### config.mk
export PLATFORM = sky130hd
export DESIGN_NAME = adc_capture_top
export DESIGN_NICKNAME = d
export VERILOG_FILES = /design/src/source/capture_types_pkg.sv /design/src/source/capture_flow_pkg.sv /design/src/source/adc_sample_source.sv /design/src/source/trigger_unit.sv /design/src/source/sample_decimator.sv /design/src/source/sample_fifo.sv /design/src/source/adc_capture_top.sv
export SDC_FILE = /design/constraint.sdc
export NUM_CORES = 1
export LEC_CHECK = 0
export BUFFER_PORTS_ARGS = -buffer_cell sky130_fd_sc_hd__buf_2
export CORE_MARGIN = 1.5
export CORE_UTILIZATION = 40
export CTS_BUF_LIST = sky130_fd_sc_hd__clkbuf_8
export CTS_CLUSTER_DIAMETER = 150
export DETAILED_ROUTE_END_ITERATION = 8
export SLEW_MARGIN = 30
export SYNTH_ARGS = -nofsm -noshare
export SYNTH_HDL_FRONTEND = slang
export SYNTH_SLANG_ARGS = --single-unit
export TNS_END_PERCENT = 5
### constraint.sdc
create_clock -name ADC_clk_sample -period 3.8 [get_ports ADC_clk_sample]
set_input_delay 0.19 -clock ADC_clk_sample [delete_from_list [all_inputs] [get_ports ADC_clk_sample]]
set_output_delay 0.19 -clock ADC_clk_sample [all_outputs]
set_load 0.1 [all_outputs]
### src/source/capture_types_pkg.sv
package capture_types_pkg;

   // field widths
   localparam int SAMPLE_W = 12;   // ADC resolution
   localparam int OFFSET_W = 16;
   localparam int COUNT_W  = 16;
   localparam int DECIM_W  = 8;

   // one ADC conversion result
   typedef logic [SAMPLE_W-1:0] adc_sample_t;

   // samples between the trigger and the first captured sample
   typedef logic [OFFSET_W-1:0] trig_offset_t;

   // kept samples in one capture
   typedef logic [COUNT_W-1:0]  sample_count_t;

   // decimation factor minus one, 0 keeps every sample
   typedef logic [DECIM_W-1:0]  decim_t;

   // trigger FSM states
   typedef enum logic [2:0] {
      IDLE,           // waiting for an arm command
      WAIT_INACTIVE,  // trigger must go inactive first
      ARMED,          // looking for the trigger condition
      OFFSET,         // counting down the trigger offset
      CAPTURE         // samples are marked active
   } trig_state_t;

   // where the trigger condition comes from
   typedef enum logic {
      EXT_PIN,
      ADC_LEVEL
   } trig_src_t;

endpackage

### src/source/capture_flow_pkg.sv
package capture_flow_pkg;

   // output buffer size in samples
   localparam int BUF_DEPTH = 16;
   localparam int BUF_AW    = $clog2(BUF_DEPTH);

   // entries the reader can take right after reset
   localparam int CREDIT_INIT = 4;
   localparam int CREDIT_W    = $clog2(CREDIT_INIT + 1);

   // extra msb tells full from empty
   typedef logic [BUF_AW:0] buf_ptr_t;

   // credits held towards the reader
   typedef logic [CREDIT_W-1:0] credit_t;

endpackage

### src/source/adc_sample_source.sv
`timescale 1ns/1ns

module adc_sample_source (
   input  logic                           ADC_clk_sample,
   input  logic                           reset,
   input  capture_types_pkg::adc_sample_t adc_data_i,      // ADC pins
   input  logic                           test_pattern_i,  // 1 selects the counter
   output capture_types_pkg::adc_sample_t smp_data_o
);
   import capture_types_pkg::*;

   adc_sample_t test_cnt_q;

   // free-running ramp, wraps at 4096
   always_ff @(posedge ADC_clk_sample) begin
      if (reset) begin
         test_cnt_q <= '0;
      end else begin
         test_cnt_q <= test_cnt_q + adc_sample_t'(1);
      end
   end

   // stage one sample register, one new sample every clock
   always_ff @(posedge ADC_clk_sample) begin
      if (test_pattern_i) begin
         smp_data_o <= test_cnt_q;
      end else begin
         smp_data_o <= adc_data_i;
      end
   end

endmodule

### src/source/trigger_unit.sv
`timescale 1ns/1ns

module trigger_unit (
   input  logic                            ADC_clk_sample,
   input  logic                            reset,
   input  capture_types_pkg::adc_sample_t  smp_data_i,
   input  logic                            arm_i,           // one-cycle command
   input  capture_types_pkg::trig_src_t    trig_src_i,
   input  logic                            trig_high_i,     // 1 = active high / at or above
   input  logic                            trig_wait_i,
   input  capture_types_pkg::adc_sample_t  trig_level_i,
   input  logic                            ext_trigger_i,
   input  capture_types_pkg::trig_offset_t trig_offset_i,
   input  logic                            capture_done_i,  // from the decimator
   output capture_types_pkg::adc_sample_t  smp_data_o,
   output logic                            capture_active_o,
   output logic                            armed_o
);
   import capture_types_pkg::*;

   trig_state_t  state_q;
   trig_state_t  state_d;
   trig_offset_t offset_cnt_q;
   trig_offset_t offset_cnt_d;
   logic         level_hit;
   logic         pin_hit;
   logic         trig_cond;
   logic         active_d;

   // polarity applies to both sources
   assign level_hit = trig_high_i ? (smp_data_i >= trig_level_i) : (smp_data_i <= trig_level_i);
   assign pin_hit   = trig_high_i ? ext_trigger_i : ~ext_trigger_i;
   assign trig_cond = (trig_src_i == ADC_LEVEL) ? level_hit : pin_hit;

   always_comb begin
      state_d      = state_q;
      offset_cnt_d = offset_cnt_q;
      active_d     = 1'b0;
      case (state_q)
         IDLE: begin
            if (arm_i) begin
               state_d = trig_wait_i ? WAIT_INACTIVE : ARMED;
            end
         end
         WAIT_INACTIVE: begin
            if (!trig_cond) begin
               state_d = ARMED;
            end
         end
         ARMED: begin
            if (trig_cond) begin
               if (trig_offset_i == '0) begin
                  active_d = 1'b1;  // triggering sample is the first one captured
                  state_d  = CAPTURE;
               end else begin
                  offset_cnt_d = trig_offset_i - trig_offset_t'(1);
                  state_d      = OFFSET;
               end
            end
         end
         OFFSET: begin
            // one sample per clock, so counting cycles counts samples
            if (offset_cnt_q == '0) begin
               active_d = 1'b1;
               state_d  = CAPTURE;
            end else begin
               offset_cnt_d = offset_cnt_q - trig_offset_t'(1);
            end
         end
         CAPTURE: begin
            if (capture_done_i) begin
               state_d = IDLE;
            end else begin
               active_d = 1'b1;
            end
         end
         default: begin
            state_d = IDLE;
         end
      endcase
   end

   always_ff @(posedge ADC_clk_sample) begin
      if (reset) begin
         state_q          <= IDLE;
         offset_cnt_q     <= '0;
         capture_active_o <= 1'b0;
      end else begin
         state_q          <= state_d;
         offset_cnt_q     <= offset_cnt_d;
         capture_active_o <= active_d;  // travels with the sample below
      end
   end

   always_ff @(posedge ADC_clk_sample) begin
      smp_data_o <= smp_data_i;
   end

   assign armed_o = (state_q == WAIT_INACTIVE) || (state_q == ARMED);

endmodule

### src/source/sample_decimator.sv
`timescale 1ns/1ns

module sample_decimator (
   input  logic                             ADC_clk_sample,
   input  logic                             reset,
   input  capture_types_pkg::adc_sample_t   smp_data_i,
   input  logic                             capture_active_i,
   input  capture_types_pkg::decim_t        decim_i,
   input  capture_types_pkg::sample_count_t max_samples_i,
   output logic                             kept_valid_o,
   output capture_types_pkg::adc_sample_t   kept_data_o,
   output logic                             capture_done_o   // with the last kept sample
);
   import capture_types_pkg::*;

   logic          active_q;
   logic          start;
   logic          done_q;
   logic          keep;
   logic          last;
   decim_t        phase_q;
   sample_count_t kept_cnt_q;
   sample_count_t cnt_next;

   assign start = capture_active_i & ~active_q;  // rising edge of the capture window

   // first active sample always kept, later ones when the phase wraps
   assign keep     = capture_active_i & (start | (~done_q & (phase_q == '0)));
   assign cnt_next = (start ? '0 : kept_cnt_q) + sample_count_t'(1);
   assign last     = keep & (cnt_next == max_samples_i);

   always_ff @(posedge ADC_clk_sample) begin
      if (reset) begin
         active_q       <= 1'b0;
         done_q         <= 1'b0;
         phase_q        <= '0;
         kept_cnt_q     <= '0;
         kept_valid_o   <= 1'b0;
         capture_done_o <= 1'b0;
      end else begin
         active_q       <= capture_active_i;
         kept_valid_o   <= keep;
         capture_done_o <= last;
         // blocks the samples still in flight after the stop point
         done_q         <= (done_q & ~start) | last;
         if (keep) begin
            kept_cnt_q <= cnt_next;
         end
         if (capture_active_i) begin
            if (start || (phase_q == '0)) begin
               phase_q <= decim_i;
            end else begin
               phase_q <= phase_q - decim_t'(1);
            end
         end
      end
   end

   always_ff @(posedge ADC_clk_sample) begin
      kept_data_o <= smp_data_i;
   end

endmodule

### src/source/sample_fifo.sv
`timescale 1ns/1ns

module sample_fifo (
   input  logic                           ADC_clk_sample,
   input  logic                           reset,
   input  logic                           kept_valid_i,
   input  capture_types_pkg::adc_sample_t kept_data_i,
   input  logic                           credit_return_i,   // one pulse per freed entry
   input  logic                           clear_overflow_i,
   output logic                           sample_valid_o,
   output capture_types_pkg::adc_sample_t sample_data_o,
   output logic                           overflow_o
);
   import capture_types_pkg::*;
   import capture_flow_pkg::*;

   adc_sample_t mem [BUF_DEPTH];
   buf_ptr_t    wr_ptr_q;
   buf_ptr_t    rd_ptr_q;
   credit_t     credit_q;
   logic        empty;
   logic        full;
   logic        has_credit;
   logic        pop;
   logic        bypass;
   logic        push;
   logic        drop;
   logic        send;

   assign empty = (wr_ptr_q == rd_ptr_q);
   assign full  = (wr_ptr_q[BUF_AW] != rd_ptr_q[BUF_AW]) &&
                  (wr_ptr_q[BUF_AW-1:0] == rd_ptr_q[BUF_AW-1:0]);

   assign has_credit = (credit_q != '0);
   assign pop        = has_credit & ~empty;
   // empty buffer with a credit in hand, sample goes straight to the output
   assign bypass     = has_credit & empty & kept_valid_i;
   // a full buffer still accepts while the head leaves in the same cycle
   assign push       = kept_valid_i & ~bypass & (~full | pop);
   assign drop       = kept_valid_i & ~bypass & full & ~pop;
   assign send       = pop | bypass;

   always_ff @(posedge ADC_clk_sample) begin
      if (push) begin
         mem[wr_ptr_q[BUF_AW-1:0]] <= kept_data_i;
      end
   end

   always_ff @(posedge ADC_clk_sample) begin
      if (reset) begin
         wr_ptr_q       <= '0;
         rd_ptr_q       <= '0;
         credit_q       <= credit_t'(CREDIT_INIT);
         sample_valid_o <= 1'b0;
         overflow_o     <= 1'b0;
      end else begin
         if (push) begin
            wr_ptr_q <= wr_ptr_q + buf_ptr_t'(1);
         end
         if (pop) begin
            rd_ptr_q <= rd_ptr_q + buf_ptr_t'(1);
         end
         // spend and return in one cycle cancel
         case ({send, credit_return_i})
            2'b10:   credit_q <= credit_q - credit_t'(1);
            2'b01:   credit_q <= credit_q + credit_t'(1);
            default: credit_q <= credit_q;
         endcase
         sample_valid_o <= send;
         if (clear_overflow_i) begin
            overflow_o <= 1'b0;
         end else if (drop) begin
            overflow_o <= 1'b1;  // sticky until the next arm
         end
      end
   end

   always_ff @(posedge ADC_clk_sample) begin
      if (bypass) begin
         sample_data_o <= kept_data_i;
      end else if (pop) begin
         sample_data_o <= mem[rd_ptr_q[BUF_AW-1:0]];
      end
   end

endmodule

### src/source/adc_capture_top.sv
`timescale 1ns/1ns

module adc_capture_top (
   input  logic                             ADC_clk_sample,
   input  logic                             reset,
   input  capture_types_pkg::adc_sample_t   adc_data_i,
   input  logic                             test_pattern_i,
   input  logic                             arm_i,
   input  capture_types_pkg::trig_src_t     trig_src_i,
   input  logic                             trig_high_i,
   input  logic                             trig_wait_i,
   input  capture_types_pkg::adc_sample_t   trig_level_i,
   input  logic                             ext_trigger_i,
   input  capture_types_pkg::trig_offset_t  trig_offset_i,
   input  capture_types_pkg::decim_t        decim_i,
   input  capture_types_pkg::sample_count_t max_samples_i,
   input  logic                             credit_return_i,
   output logic                             sample_valid_o,
   output capture_types_pkg::adc_sample_t   sample_data_o,
   output logic                             armed_o,
   output logic                             capturing_o,
   output logic                             overflow_o,
   output logic                             led_armed_o,
   output logic                             led_capture_o
);
   import capture_types_pkg::*;

   adc_sample_t smp_data;        // stage one
   adc_sample_t trig_smp_data;   // stage two, aligned with capture_active
   logic        capture_active;
   logic        kept_valid;
   adc_sample_t kept_data;
   logic        capture_done;

   adc_sample_source adc_sample_source_i (
      .ADC_clk_sample (ADC_clk_sample),
      .reset          (reset),
      .adc_data_i     (adc_data_i),
      .test_pattern_i (test_pattern_i),
      .smp_data_o     (smp_data)
   );

   trigger_unit trigger_unit_i (
      .ADC_clk_sample   (ADC_clk_sample),
      .reset            (reset),
      .smp_data_i       (smp_data),
      .arm_i            (arm_i),
      .trig_src_i       (trig_src_i),
      .trig_high_i      (trig_high_i),
      .trig_wait_i      (trig_wait_i),
      .trig_level_i     (trig_level_i),
      .ext_trigger_i    (ext_trigger_i),
      .trig_offset_i    (trig_offset_i),
      .capture_done_i   (capture_done),
      .smp_data_o       (trig_smp_data),
      .capture_active_o (capture_active),
      .armed_o          (armed_o)
   );

   sample_decimator sample_decimator_i (
      .ADC_clk_sample   (ADC_clk_sample),
      .reset            (reset),
      .smp_data_i       (trig_smp_data),
      .capture_active_i (capture_active),
      .decim_i          (decim_i),
      .max_samples_i    (max_samples_i),
      .kept_valid_o     (kept_valid),
      .kept_data_o      (kept_data),
      .capture_done_o   (capture_done)
   );

   // the arm command also clears a previous overflow
   sample_fifo sample_fifo_i (
      .ADC_clk_sample   (ADC_clk_sample),
      .reset            (reset),
      .kept_valid_i     (kept_valid),
      .kept_data_i      (kept_data),
      .credit_return_i  (credit_return_i),
      .clear_overflow_i (arm_i),
      .sample_valid_o   (sample_valid_o),
      .sample_data_o    (sample_data_o),
      .overflow_o       (overflow_o)
   );

   assign capturing_o   = capture_active;
   assign led_armed_o   = armed_o;
   assign led_capture_o = capture_active;  // lit only while samples are taken

endmodule

==> flow_metrics.py, run 1 <==
metrics = {
    "power_and_ir_drop": {
        "p_leak_nw": 5.79,
        "power.density_nw_per_um2": 548,
        "ir_worst_vdd_v": 0.000943,
    },
    "setup_path": {
        "cp-end-kind": "flop",
        "critical_path_class": "flop to flop",
        "worstPathRequired_ns": 4.30,
        "slowest_delay_ns": 0.40,
        "cp_slowest_cell": "dfxtp_1",
        "regToRegSetupSlack_ns": 0.79,
        "crit_arrival_ns": 3.51,
        "crit_chain": "nand2b_1, and2_1, ha_1, nor4b_2, buf_4, and4_1, xor2_1, mux2_2, o32ai_1, nand4_1, o21ai_1",
        "cp-start-kind": "flop",
        "worst-path-max-fanout": 9,
    },
    "status": {
        "status": "completed",
    },
    "logic_synthesis": {
        "synth_top_area_share_pct": 43.9,
        "yosys_warnings": 0,
        "synth_area_leaders": "edfxtp_1, dfxtp_1, mux4_2",
        "yosysSeqAreaShare_pct": 60.4,
        "synth_cell_types": 74,
        "synthesis.instances": 1067,
        "synthSimpleGateAreaFrac_pct": 11.5,
        "synthFlopType": "edfxtp_1",
        "synth_nets": 1164,
        "syn-cell-area_um2": 13900,
        "ys_ff_latch": 319,
        "synthAdderAreaFrac_pct": 2.21,
        "post-synth-top-area-cell": "edfxtp_1",
        "syn_area_per_cell_um2": 13.1,
        "synth_compound_area_share_pct": 8.41,
        "synth-xor-area-share_pct": 2.95,
        "muxShareOfSynthArea_pct": 12.1,
        "synth_edf_count": 204,
        "async_reset_ff_share_pct": 0,
        "synth_top_family_by_area": "multiplexers",
    },
    "sta": {
        "drv_slew": 0,
        "finClkSkew_ns": 0.0318,
        "slew_headroom_pct": 40.7,
        "finalCritPeriodShare_pct": 79.3,
        "max_slew.worst_pin.slew_ns": 0.888,
        "setup_viol": 0,
        "hold_viol_final": 0,
        "setup_tns_ns": 0,
        "max_freq_ghz": 0.332,
        "period_needed_ns": 3.01,
        "rsz0062_at_grt": "no",
    },
    "floorplanning": {
        "dieWidth_um": 190,
        "ios": 91,
        "core_area_um2": 34500,
        "start_util_pct": 40.5,
        "chipHeight_um": 190,
        "fp-row-count": 68,
        "dieArea_um2": 36000,
    },
    "final_layout": {
        "final_cell_mix": "edfxtp_1, dfxtp_1, nor2_1, buf_2, nand2_1",
        "nets": 1312,
        "nFillCells": 3064,
        "mostFrequentLayoutCell": "edfxtp_1",
        "synthToLayoutAreaGrowth_pct": 16.8,
        "n_antenna_cell": 0,
        "utilization_pct": 47.3,
        "drive_gt1_share_pct": 23.9,
    },
    "clock_network": {
        "clockBufferDepth": 3,
        "clk_latency_ns": 0.58,
        "clk_pin_slew_worst_paths_ns": 0.06,
        "htree_levels": 2,
        "cts_buffers": 51,
        "clock_sinks": 319,
        "ctsResizeCount": 0,
        "cts_tree": "done",
        "cts_root_buf": "clkbuf_8",
    },
    "drt": {
        "vias": 9093,
        "route.detailed.drc": 0,
        "dr.pass1.iters": 5,
        "routed_wl_mm": 31.7,
        "via_per_inst": 5.32,
        "avgRoutedWirePerCell_um": 18.5,
        "drtIter0Drc": 610,
        "ant_nets": 0,
    },
    "placement": {
        "gp_congestion": 0.872,
        "hpwl_mm": 20.0,
        "io_buffers": 90,
    },
    "grt": {
        "grt_use_total_pct": 17.9,
        "antenna_found_initial": 0,
        "grt_overflow": 0,
        "grt_pass1_wl_mm": 50.3,
        "grt_pass1_vias": 9181,
        "grt_max_degree": 49,
    },
    "flow_run": {
        "drv_cap": 0,
    },
    "hold_path": {
        "hp-class": "input pin to flop",
    },
}
## synth_stat cells, drive strengths merged (16+ instances only)
library cell and number:
xnor2 22, nor2 95, buf 24, mux2 25, mux4 60, nand3 32, o21ai 53, nor3 26
ha 23, a21oi 54, clkbuf 31, nand4 16, inv 24, edfxtp 204, xor2 25, nand2 76
dfxtp 115
## worst max-delay path: cells and delay by family, from the launching register on
family          cells  cell delay, ns
simple gates        5            1.19
flops               1            0.40
mux                 1            0.35
fa+ha+maj           1            0.33
compound gates      2            0.30
xor+xnor            1            0.20
buf+inv             1            0.18
## logic make-up (layout without fill, tap and decap cells)
group                      Yosys count  in the layout
muxes                               91             91
buffers and inverters               79            266
DFF                                319            319
AOI/OAI and AO/OA                  183            183
adders and majority gates           24             24
xor gates and xnor gates            47             47
and+or+nand+nor                    324            324
## area by class of cell
cell class	count	area (um^2)	share of cell area, %
Sequential cell	319	8430	51.8
Tap cell	455	569	3.49
Inverter	24	90.1	0.553
Clock inverter	37	224	1.37
Multi-Input combinational cell	669	5220	32.0
Timing Repair Buffer	150	998	6.13
Clock buffer	55	757	4.65
## timing repair
action | CTS | global route
endpoints found under the hold margin | 30 | 0
hold buffers | 29 | 0
buffers inserted | 0 | 0
## sequential cells by signal, indices dropped and copies added, names as in the netlist, 8 cells and up, named ones only
register / flops
sample_fifo_i.mem: 192
sample_decimator_i.kept_cnt_q: 16
trigger_unit_i.offset_cnt_q: 16
adc_sample_source_i.smp_data_o: 12
adc_sample_source_i.test_cnt_q: 12
sample_decimator_i.kept_data_o: 12
sample_fifo_i.sample_data_o: 12
trigger_unit_i.smp_data_o: 12
sample_decimator_i.phase_q: 8
## worst paths after layout
path | startpoint | endpoint | depth (start not counted)
hold / removal | trig_offset_i[8] | trigger_unit_i.offset_cnt_q[8]$_SDFFE_PP0P_ | 3
setup / recovery | sample_decimator_i.active_q$_SDFF_PP0_ | sample_decimator_i.done_q$_SDFF_PP0_ | 11
setup reg to reg | sample_decimator_i.active_q$_SDFF_PP0_ | sample_decimator_i.done_q$_SDFF_PP0_ | 11
hold reg to reg | trigger_unit_i.smp_data_o[3]$_DFF_P_ | sample_decimator_i.kept_data_o[3]$_DFF_P_ | 0
## power by group
group          switching, mW  internal [mW]  total, mW
clock                   1.35           1.48       2.83
combinational           1.22          0.752       1.97
sequential             0.246           3.89       4.13
## layer usage
layer	vias up	part of all wire [%]	GRT usage, %
li1	4362	-	-
met1	4446	46	24.8
met2	236	48	29.1
met3	49	5.1	2.97
met4	0	1.8	5.28
met5	-	0	0
## stage by stage
stage	hold WS [ns]	cells	worst slack, ns	power (mW)	area [um^2]
after global placement	0.310	1588	0.823	6.13	15000
after detailed placement	0.312	1588	0.766	6.15	15000
after CTS	0.00825	1709	0.749	9.02	16300
after floorplan	0.269	1067	0.289	5.70	13900
after global routing	0.0386	1709	0.442	9.37	16300
final	0.0511	1709	0.785	8.93	16300
Note: power is estimated with default switching activity, not from simulation.
==> run 2, diff against run 1 <==
- clock period: 3.8 -> 2.7 ns (I/O delays scaled with it)
==> flow_metrics.py, run 2 (synthesis results as in run 1) <==
metrics = {
    "sta": {
        "slew_headroom_pct": 56.4,
        "drv_slew": 0,
        "max_freq_ghz": 0.371,
        "setup_viol": 0,
        "hold_viol_final": 0,
        "finClkSkew_ns": 0.0173,
        "max_slew.worst_pin.slew_ns": 0.653,
        "finalCritPeriodShare_pct": 99.8,
        "holdWs_ns": 0.0480,
        "period_needed_ns": 2.69,
        "rsz0062_at_grt": "yes",
    },
    "power_and_ir_drop": {
        "combPwrFrac_pct": 24.7,
        "finalPower_mw": 13.2,
        "ir_worst_vdd_v": 0.00107,
        "power_switching_mw": 4.06,
        "p_sw_share_pct": 30.8,
        "p_int_mw": 9.13,
        "pwr-share-seq_pct": 43.3,
        "power.density_nw_per_um2": 777,
        "p_leak_nw": 6.13,
        "pwr-share-clk_pct": 32.0,
    },
    "grt": {
        "grt_pass1_wl_mm": 51.0,
        "grt_use_total_pct": 18.2,
        "grt_overflow": 0,
        "grt_pass1_vias": 9439,
        "grt_max_degree": 49,
        "antenna_found_initial": 0,
    },
    "clock_network": {
        "clockBufferDepth": 3,
        "clk_pin_slew_worst_paths_ns": 0.06,
        "cts_buffers": 52,
        "clock_sinks": 319,
        "cts_tree": "done",
        "clk_latency_ns": 0.58,
        "cts_root_buf": "clkbuf_8",
        "htree_levels": 2,
    },
    "setup_path": {
        "worst-path-max-fanout": 8,
        "slowest_delay_ns": 0.55,
        "crit_family": "compound AO/OA/AOI/OAI gates",
        "critical_path_class": "flop to flop",
        "worstPathRequired_ns": 3.16,
        "crit_chain": "ha_1, nor2b_1, o211ai_1, a211oi_1, or4b_4, a31o_4, a21oi_1, buf_4, o21ai_0, a311o_1",
        "cp_num_cells": 10,
        "path_buf_inv": 1,
        "cp_slowest_cell": "or4b_4",
        "r2r_cells": 10,
        "crit_arrival_ns": 3.15,
        "cp-start-kind": "flop",
        "cp-end-kind": "flop",
    },
    "hold_path": {
        "min_path_cells": 4,
        "hp-class": "input pin to flop",
    },
    "drt": {
        "vias": 9381,
        "ant_nets": 0,
        "dr.pass1.iters": 7,
        "drtIter0Drc": 692,
        "route.detailed.drc": 0,
        "avgRoutedWirePerCell_um": 18.3,
        "via_per_inst": 5.29,
        "routed_wl_mm": 32.5,
    },
    "placement": {
        "gp_congestion": 0.804,
        "dp_cells": 1633,
        "io_buffers": 90,
        "hpwl_mm": 20.7,
    },
    "floorplanning": {
        "dieWidth_um": 190,
        "start_util_pct": 40.5,
        "chipHeight_um": 190,
        "dieArea_um2": 36000,
        "ios": 91,
        "core_area_um2": 34500,
        "fp-row-count": 68,
    },
    "final_layout": {
        "nets": 1371,
        "final_cell_mix": "edfxtp_1, dfxtp_1, nor2_1, buf_2, nand2_1",
        "fin_cells": 1772,
        "largest_reg_flops": 192,
        "drive_gt1_share_pct": 27.8,
        "synthToLayoutAreaGrowth_pct": 21.7,
        "mostFrequentLayoutCell": "edfxtp_1",
        "nFillCells": 3051,
        "n_antenna_cell": 0,
    },
    "status": {
        "status": "completed",
    },
    "flow_run": {
        "drv_cap": 0,
    },
}
run 2: worst reg2reg max path, cell delays in order, from the launching register on:
cell and delay (ns):
dfxtp_1 0.31, ha_1 0.28, nor2b_1 0.13, o211ai_1 0.16, a211oi_1 0.12, or4b_4 0.55, a31o_4 0.27, a21oi_1 0.14
buf_4 0.18, o21ai_0 0.10, a311o_1 0.35
run 2: power by group through the flow:
stage,clock [mW],combinational [mW],sequential [mW]
after floorplan,0,1.99,6.05
after global placement,0,3.10,5.80
after detailed placement,0,3.13,5.81
after CTS,4.31,3.22,5.71
after global routing,4.52,3.54,5.75
final,4.21,3.26,5.71
run 2: worst paths after layout:
check / start / slack, ns / to
worst max-delay path: adc_sample_source_i.smp_data_o[1]$_DFF_P_ / 0.006 / trigger_unit_i.offset_cnt_q[2]$_SDFFE_PP0P_
worst min-delay path: max_samples_i[3] / 0.05 / sample_decimator_i.done_q$_SDFF_PP0_
worst max register to register: adc_sample_source_i.smp_data_o[1]$_DFF_P_ / 0.006 / trigger_unit_i.offset_cnt_q[2]$_SDFFE_PP0P_
worst min register to register: trigger_unit_i.smp_data_o[6]$_DFF_P_ / 0.32 / sample_decimator_i.kept_data_o[6]$_DFF_P_
run 2: layout make-up:
type                    instances  area [um^2]  area share (%)
multi-input cells             669         5350            31.5
well taps                     455          569            3.35
clock buffers                  60          826            4.86
inverters                      24         90.1           0.531
clock inverters                37          231            1.36
flip-flops and latches        319         8440            49.7
repair buffers                208         1480            8.71
run 2: stage by stage:
step	setup WS [ns]	util [%]	setup TNS (ns)	area [um^2]
3_5_place_dp	-0.105	44.8	-0.684	15400
4_1_cts	0.00184	49.1	0	16900
5_1_grt	-0.111	49.3	-0.959	17000
2_1_floorplan	-0.00617	-	-0.00617	14000
6_report	0.00570	49.3	0	17000
3_3_place_gp	-0.0342	44.8	-0.0708	15400
run 2: timing repair:
action	in CTS	in global routing
pin swaps	1	0
setup endpoints to repair	12	24
hold endpoints to repair	39	0
hold buffers	39	0
buffers inserted	2	1
resized for setup	2	13
run 2: per-layer routing:
layer	global-route usage [%]	part of all wire, %
met2	29.5	47
met4	5.25	1.8
met1	25.3	46
met5	0	0
met3	3.21	4.9
==> run 3, diff against run 2 <==
- SYNTH_HIERARCHICAL: default -> 1
==> flow_metrics.py, run 3 <==
metrics = {
    "hold_path": {
        "whs_endpoint": "trigger_unit_i/offset_cnt_q[12]$_SDFFE_PP0P_",
        "min_path_cells": 3,
        "worstHoldStart": "trig_offset_i[12]",
        "hp-class": "input pin to flop",
    },
    "sta": {
        "max_slew.worst_pin.slew_ns": 0.861,
        "finClkSkew_ns": 0.0428,
        "rsz0062_at_grt": "yes",
        "setup_viol": 0,
        "slew_headroom_pct": 42.5,
        "holdWs_ns": 0.0359,
        "drv_slew": 0,
        "max_freq_ghz": 0.387,
        "period_needed_ns": 2.59,
        "finalCritPeriodShare_pct": 95.8,
        "hold_viol_final": 0,
        "setup_tns_ns": 0,
    },
    "final_layout": {
        "synthToLayoutAreaGrowth_pct": 20.2,
        "fin_cells": 1836,
        "nFillCells": 3134,
        "final_area_um2": 17000,
        "drive_gt1_share_pct": 24.5,
        "largest_reg_flops": 192,
        "final_cell_mix": "edfxtp_1, dfxtp_1, nor2_1, buf_2, nand2_1",
        "mostFrequentLayoutCell": "edfxtp_1",
        "n_antenna_cell": 0,
        "nets": 1436,
    },
    "clock_network": {
        "cts_tree": "done",
        "clk_latency_ns": 0.60,
        "cts_buffers": 54,
        "clk_pin_slew_worst_paths_ns": 0.06,
        "htree_levels": 2,
        "clockBufferDepth": 3,
        "cts_root_buf": "clkbuf_8",
        "clock_sinks": 319,
    },
    "drt": {
        "vias": 9723,
        "drtIter0Drc": 594,
        "dr.pass1.iters": 5,
        "avgRoutedWirePerCell_um": 17.9,
        "ant_nets": 0,
        "routed_wl_mm": 32.9,
        "via_per_inst": 5.30,
        "route.detailed.drc": 0,
    },
    "grt": {
        "grt_use_total_pct": 18.0,
        "grt_overflow": 0,
        "antenna_found_initial": 0,
        "grt_pass1_wl_mm": 51.2,
        "grt_max_degree": 31,
        "grt_pass1_vias": 9420,
    },
    "logic_synthesis": {
        "synthesis.instances": 1142,
        "synth_nets": 1238,
        "post-synth-top-area-cell": "edfxtp_1",
        "yosys-top-cells-count": "edfxtp_1, dfxtp_1, nor2_1",
        "syn-cell-area_um2": 14200,
        "synth_area_leaders": "edfxtp_1, dfxtp_1, mux4_2",
        "ys_ff_latch": 319,
        "synth.most_common_cell": "edfxtp_1",
        "synth_edf_count": 204,
        "synthFlopType": "edfxtp_1",
        "yosys_warnings": 6,
        "synth_top_area_share_pct": 43.2,
        "yosysSeqAreaShare_pct": 59.5,
        "syn_area_per_cell_um2": 12.4,
        "async_reset_ff_share_pct": 0,
        "synth_cell_types": 81,
    },
    "power_and_ir_drop": {
        "p_leak_nw": 6.07,
        "power.density_nw_per_um2": 761,
        "ir_worst_vdd_v": 0.00122,
    },
    "floorplanning": {
        "fp-row-count": 68,
        "start_util_pct": 40.8,
        "dieWidth_um": 191,
        "chipHeight_um": 191,
        "core_area_um2": 34700,
        "ios": 91,
        "dieArea_um2": 36600,
    },
    "setup_path": {
        "cp-start-kind": "flop",
        "r2r_start": "sample_fifo_i/rd_ptr_q[3]$_SDFFE_PP0N_",
        "cp-end-kind": "flop",
        "crit_arrival_ns": 3.03,
        "timing.rr.end": "sample_fifo_i/credit_q[2]$_SDFFE_PP1P_",
        "regToRegSetupSlack_ns": 0.11,
        "worst-path-max-fanout": 3,
        "worstPathRequired_ns": 3.14,
        "r2r_cells": 11,
        "critical_path_class": "flop to flop",
    },
    "placement": {
        "place_area_um2": 15500,
        "hpwl_mm": 22.0,
        "gp_congestion": 0.792,
        "dp_cells": 1696,
        "io_buffers": 90,
    },
    "flow_run": {
        "drv_cap": 0,
    },
    "status": {
        "status": "completed",
    },
}
[run 3: cell count changes after synthesis, moves of 9 or more]
| cell | delta |
|---|---|
| buf_2 | +16 |
| o21ai_0 | -9 |
| xnor2_1 | +11 |
| mux2i_1 | +28 |
| nand3_1 | -10 |
| a21oi_1 | +13 |
| a221oi_1 | +14 |
| nand2_1 | +13 |
| xor2_1 | -9 |
| mux2_2 | -10 |
| mux4_2 | -24 |
| nor2_1 | +15 |
[run 3: routing by layer]
layer  wire (um)  part of all wire [%]  global-route usage, %  up-vias
li1            -                     -                      -     4687
met1       15400                    47                   25.4     4705
met2       15000                    46                   29.0      276
met3        1750                   5.3                   2.79       55
met4         716                   2.2                   5.02        0
met5           0                     0                      0        -
[run 3: critical path, stage by stage (launching register included)]
cell and delay, ns:
dfxtp_2 0.34, xnor2_1 0.17, and4_1 0.26, a21oi_2 0.09
inv_1 0.10, and2_1 0.13, ha_1 0.17, inv_1 0.06
fa_1 0.37, xor2_1 0.17, o21ai_0 0.15, or3b_2 0.45
[run 3: how the worst max path moves through the flow]
| stage | from | to | slack, ns | cells past startpoint |
|---|---|---|---|---|
| floorplan | trigger_unit_i/state_q[2]$_SDFFE_PP0P_ | trigger_unit_i/offset_cnt_q[14]$_SDFFE_PP0P_ | -0.006 | 13 |
| global placement | sample_fifo_i/rd_ptr_q[2]$_SDFFE_PP0N_ | sample_fifo_i/credit_q[2]$_SDFFE_PP1P_ | 0.15 | 11 |
| detailed placement | sample_fifo_i/rd_ptr_q[3]$_SDFFE_PP0N_ | sample_fifo_i/credit_q[2]$_SDFFE_PP1P_ | 0.10 | 11 |
| CTS | sample_fifo_i/rd_ptr_q[3]$_SDFFE_PP0N_ | sample_fifo_i/credit_q[2]$_SDFFE_PP1P_ | 0.07 | 11 |
| global route | sample_fifo_i/rd_ptr_q[2]$_SDFFE_PP0N_ | sample_fifo_i/credit_q[2]$_SDFFE_PP1P_ | -0.07 | 11 |
| finish | sample_fifo_i/rd_ptr_q[3]$_SDFFE_PP0N_ | sample_fifo_i/credit_q[2]$_SDFFE_PP1P_ | 0.11 | 11 |
[run 3: what timing repair did]
action                                  4_1_cts  5_1_grt
buffers inserted                              0        3
hold buffers                                 40        0
hold endpoints to repair                     31        0
resized for setup                             0        5
endpoints found under the setup margin        0        2
[run 3: cell families (layout without fill, tap and decap cells)]
logic type	Yosys count	count (layout)	share of synthesized area [%]
and+or+nand+nor	366	366	13.4
DFF	319	319	59.5
AOI/OAI and AO/OA	204	204	9.39
buffers and inverters	93	332	2.96
muxes	86	86	9.42
xor gates and xnor gates	51	51	3.34
adders and majority gates	23	23	2.08
[run 3: metrics by stage]
stage / total power, mW / utilization, % / setup slack [ns]
2_1_floorplan: 7.79 / - / -0.00583
3_3_place_gp: 8.55 / 44.6 / 0.147
3_5_place_dp: 8.58 / 44.6 / 0.102
4_1_cts: 13.1 / 48.9 / 0.0650
5_1_grt: 13.5 / 49.1 / -0.0652
6_report: 13.0 / 49.1 / 0.113
[run 3: area by class of cell]
class                           instances  area, um^2  area share (%)
Sequential cell                       319        8430            49.5
Tap cell                              455         569            3.34
Multi-Input combinational cell        730        5370            31.5
Timing Repair Buffer                  204        1440            8.48
Inverter                               31         116           0.683
Clock buffer                           56         771            4.52
Clock inverter                         41         334            1.96
[run 3: where the power goes]
part / leakage [nW] / internal [mW] / switching [mW]
clock network: 0.611 / 2.43 / 1.97
registers: 2.80 / 5.45 / 0.229
logic: 2.66 / 0.978 / 1.90
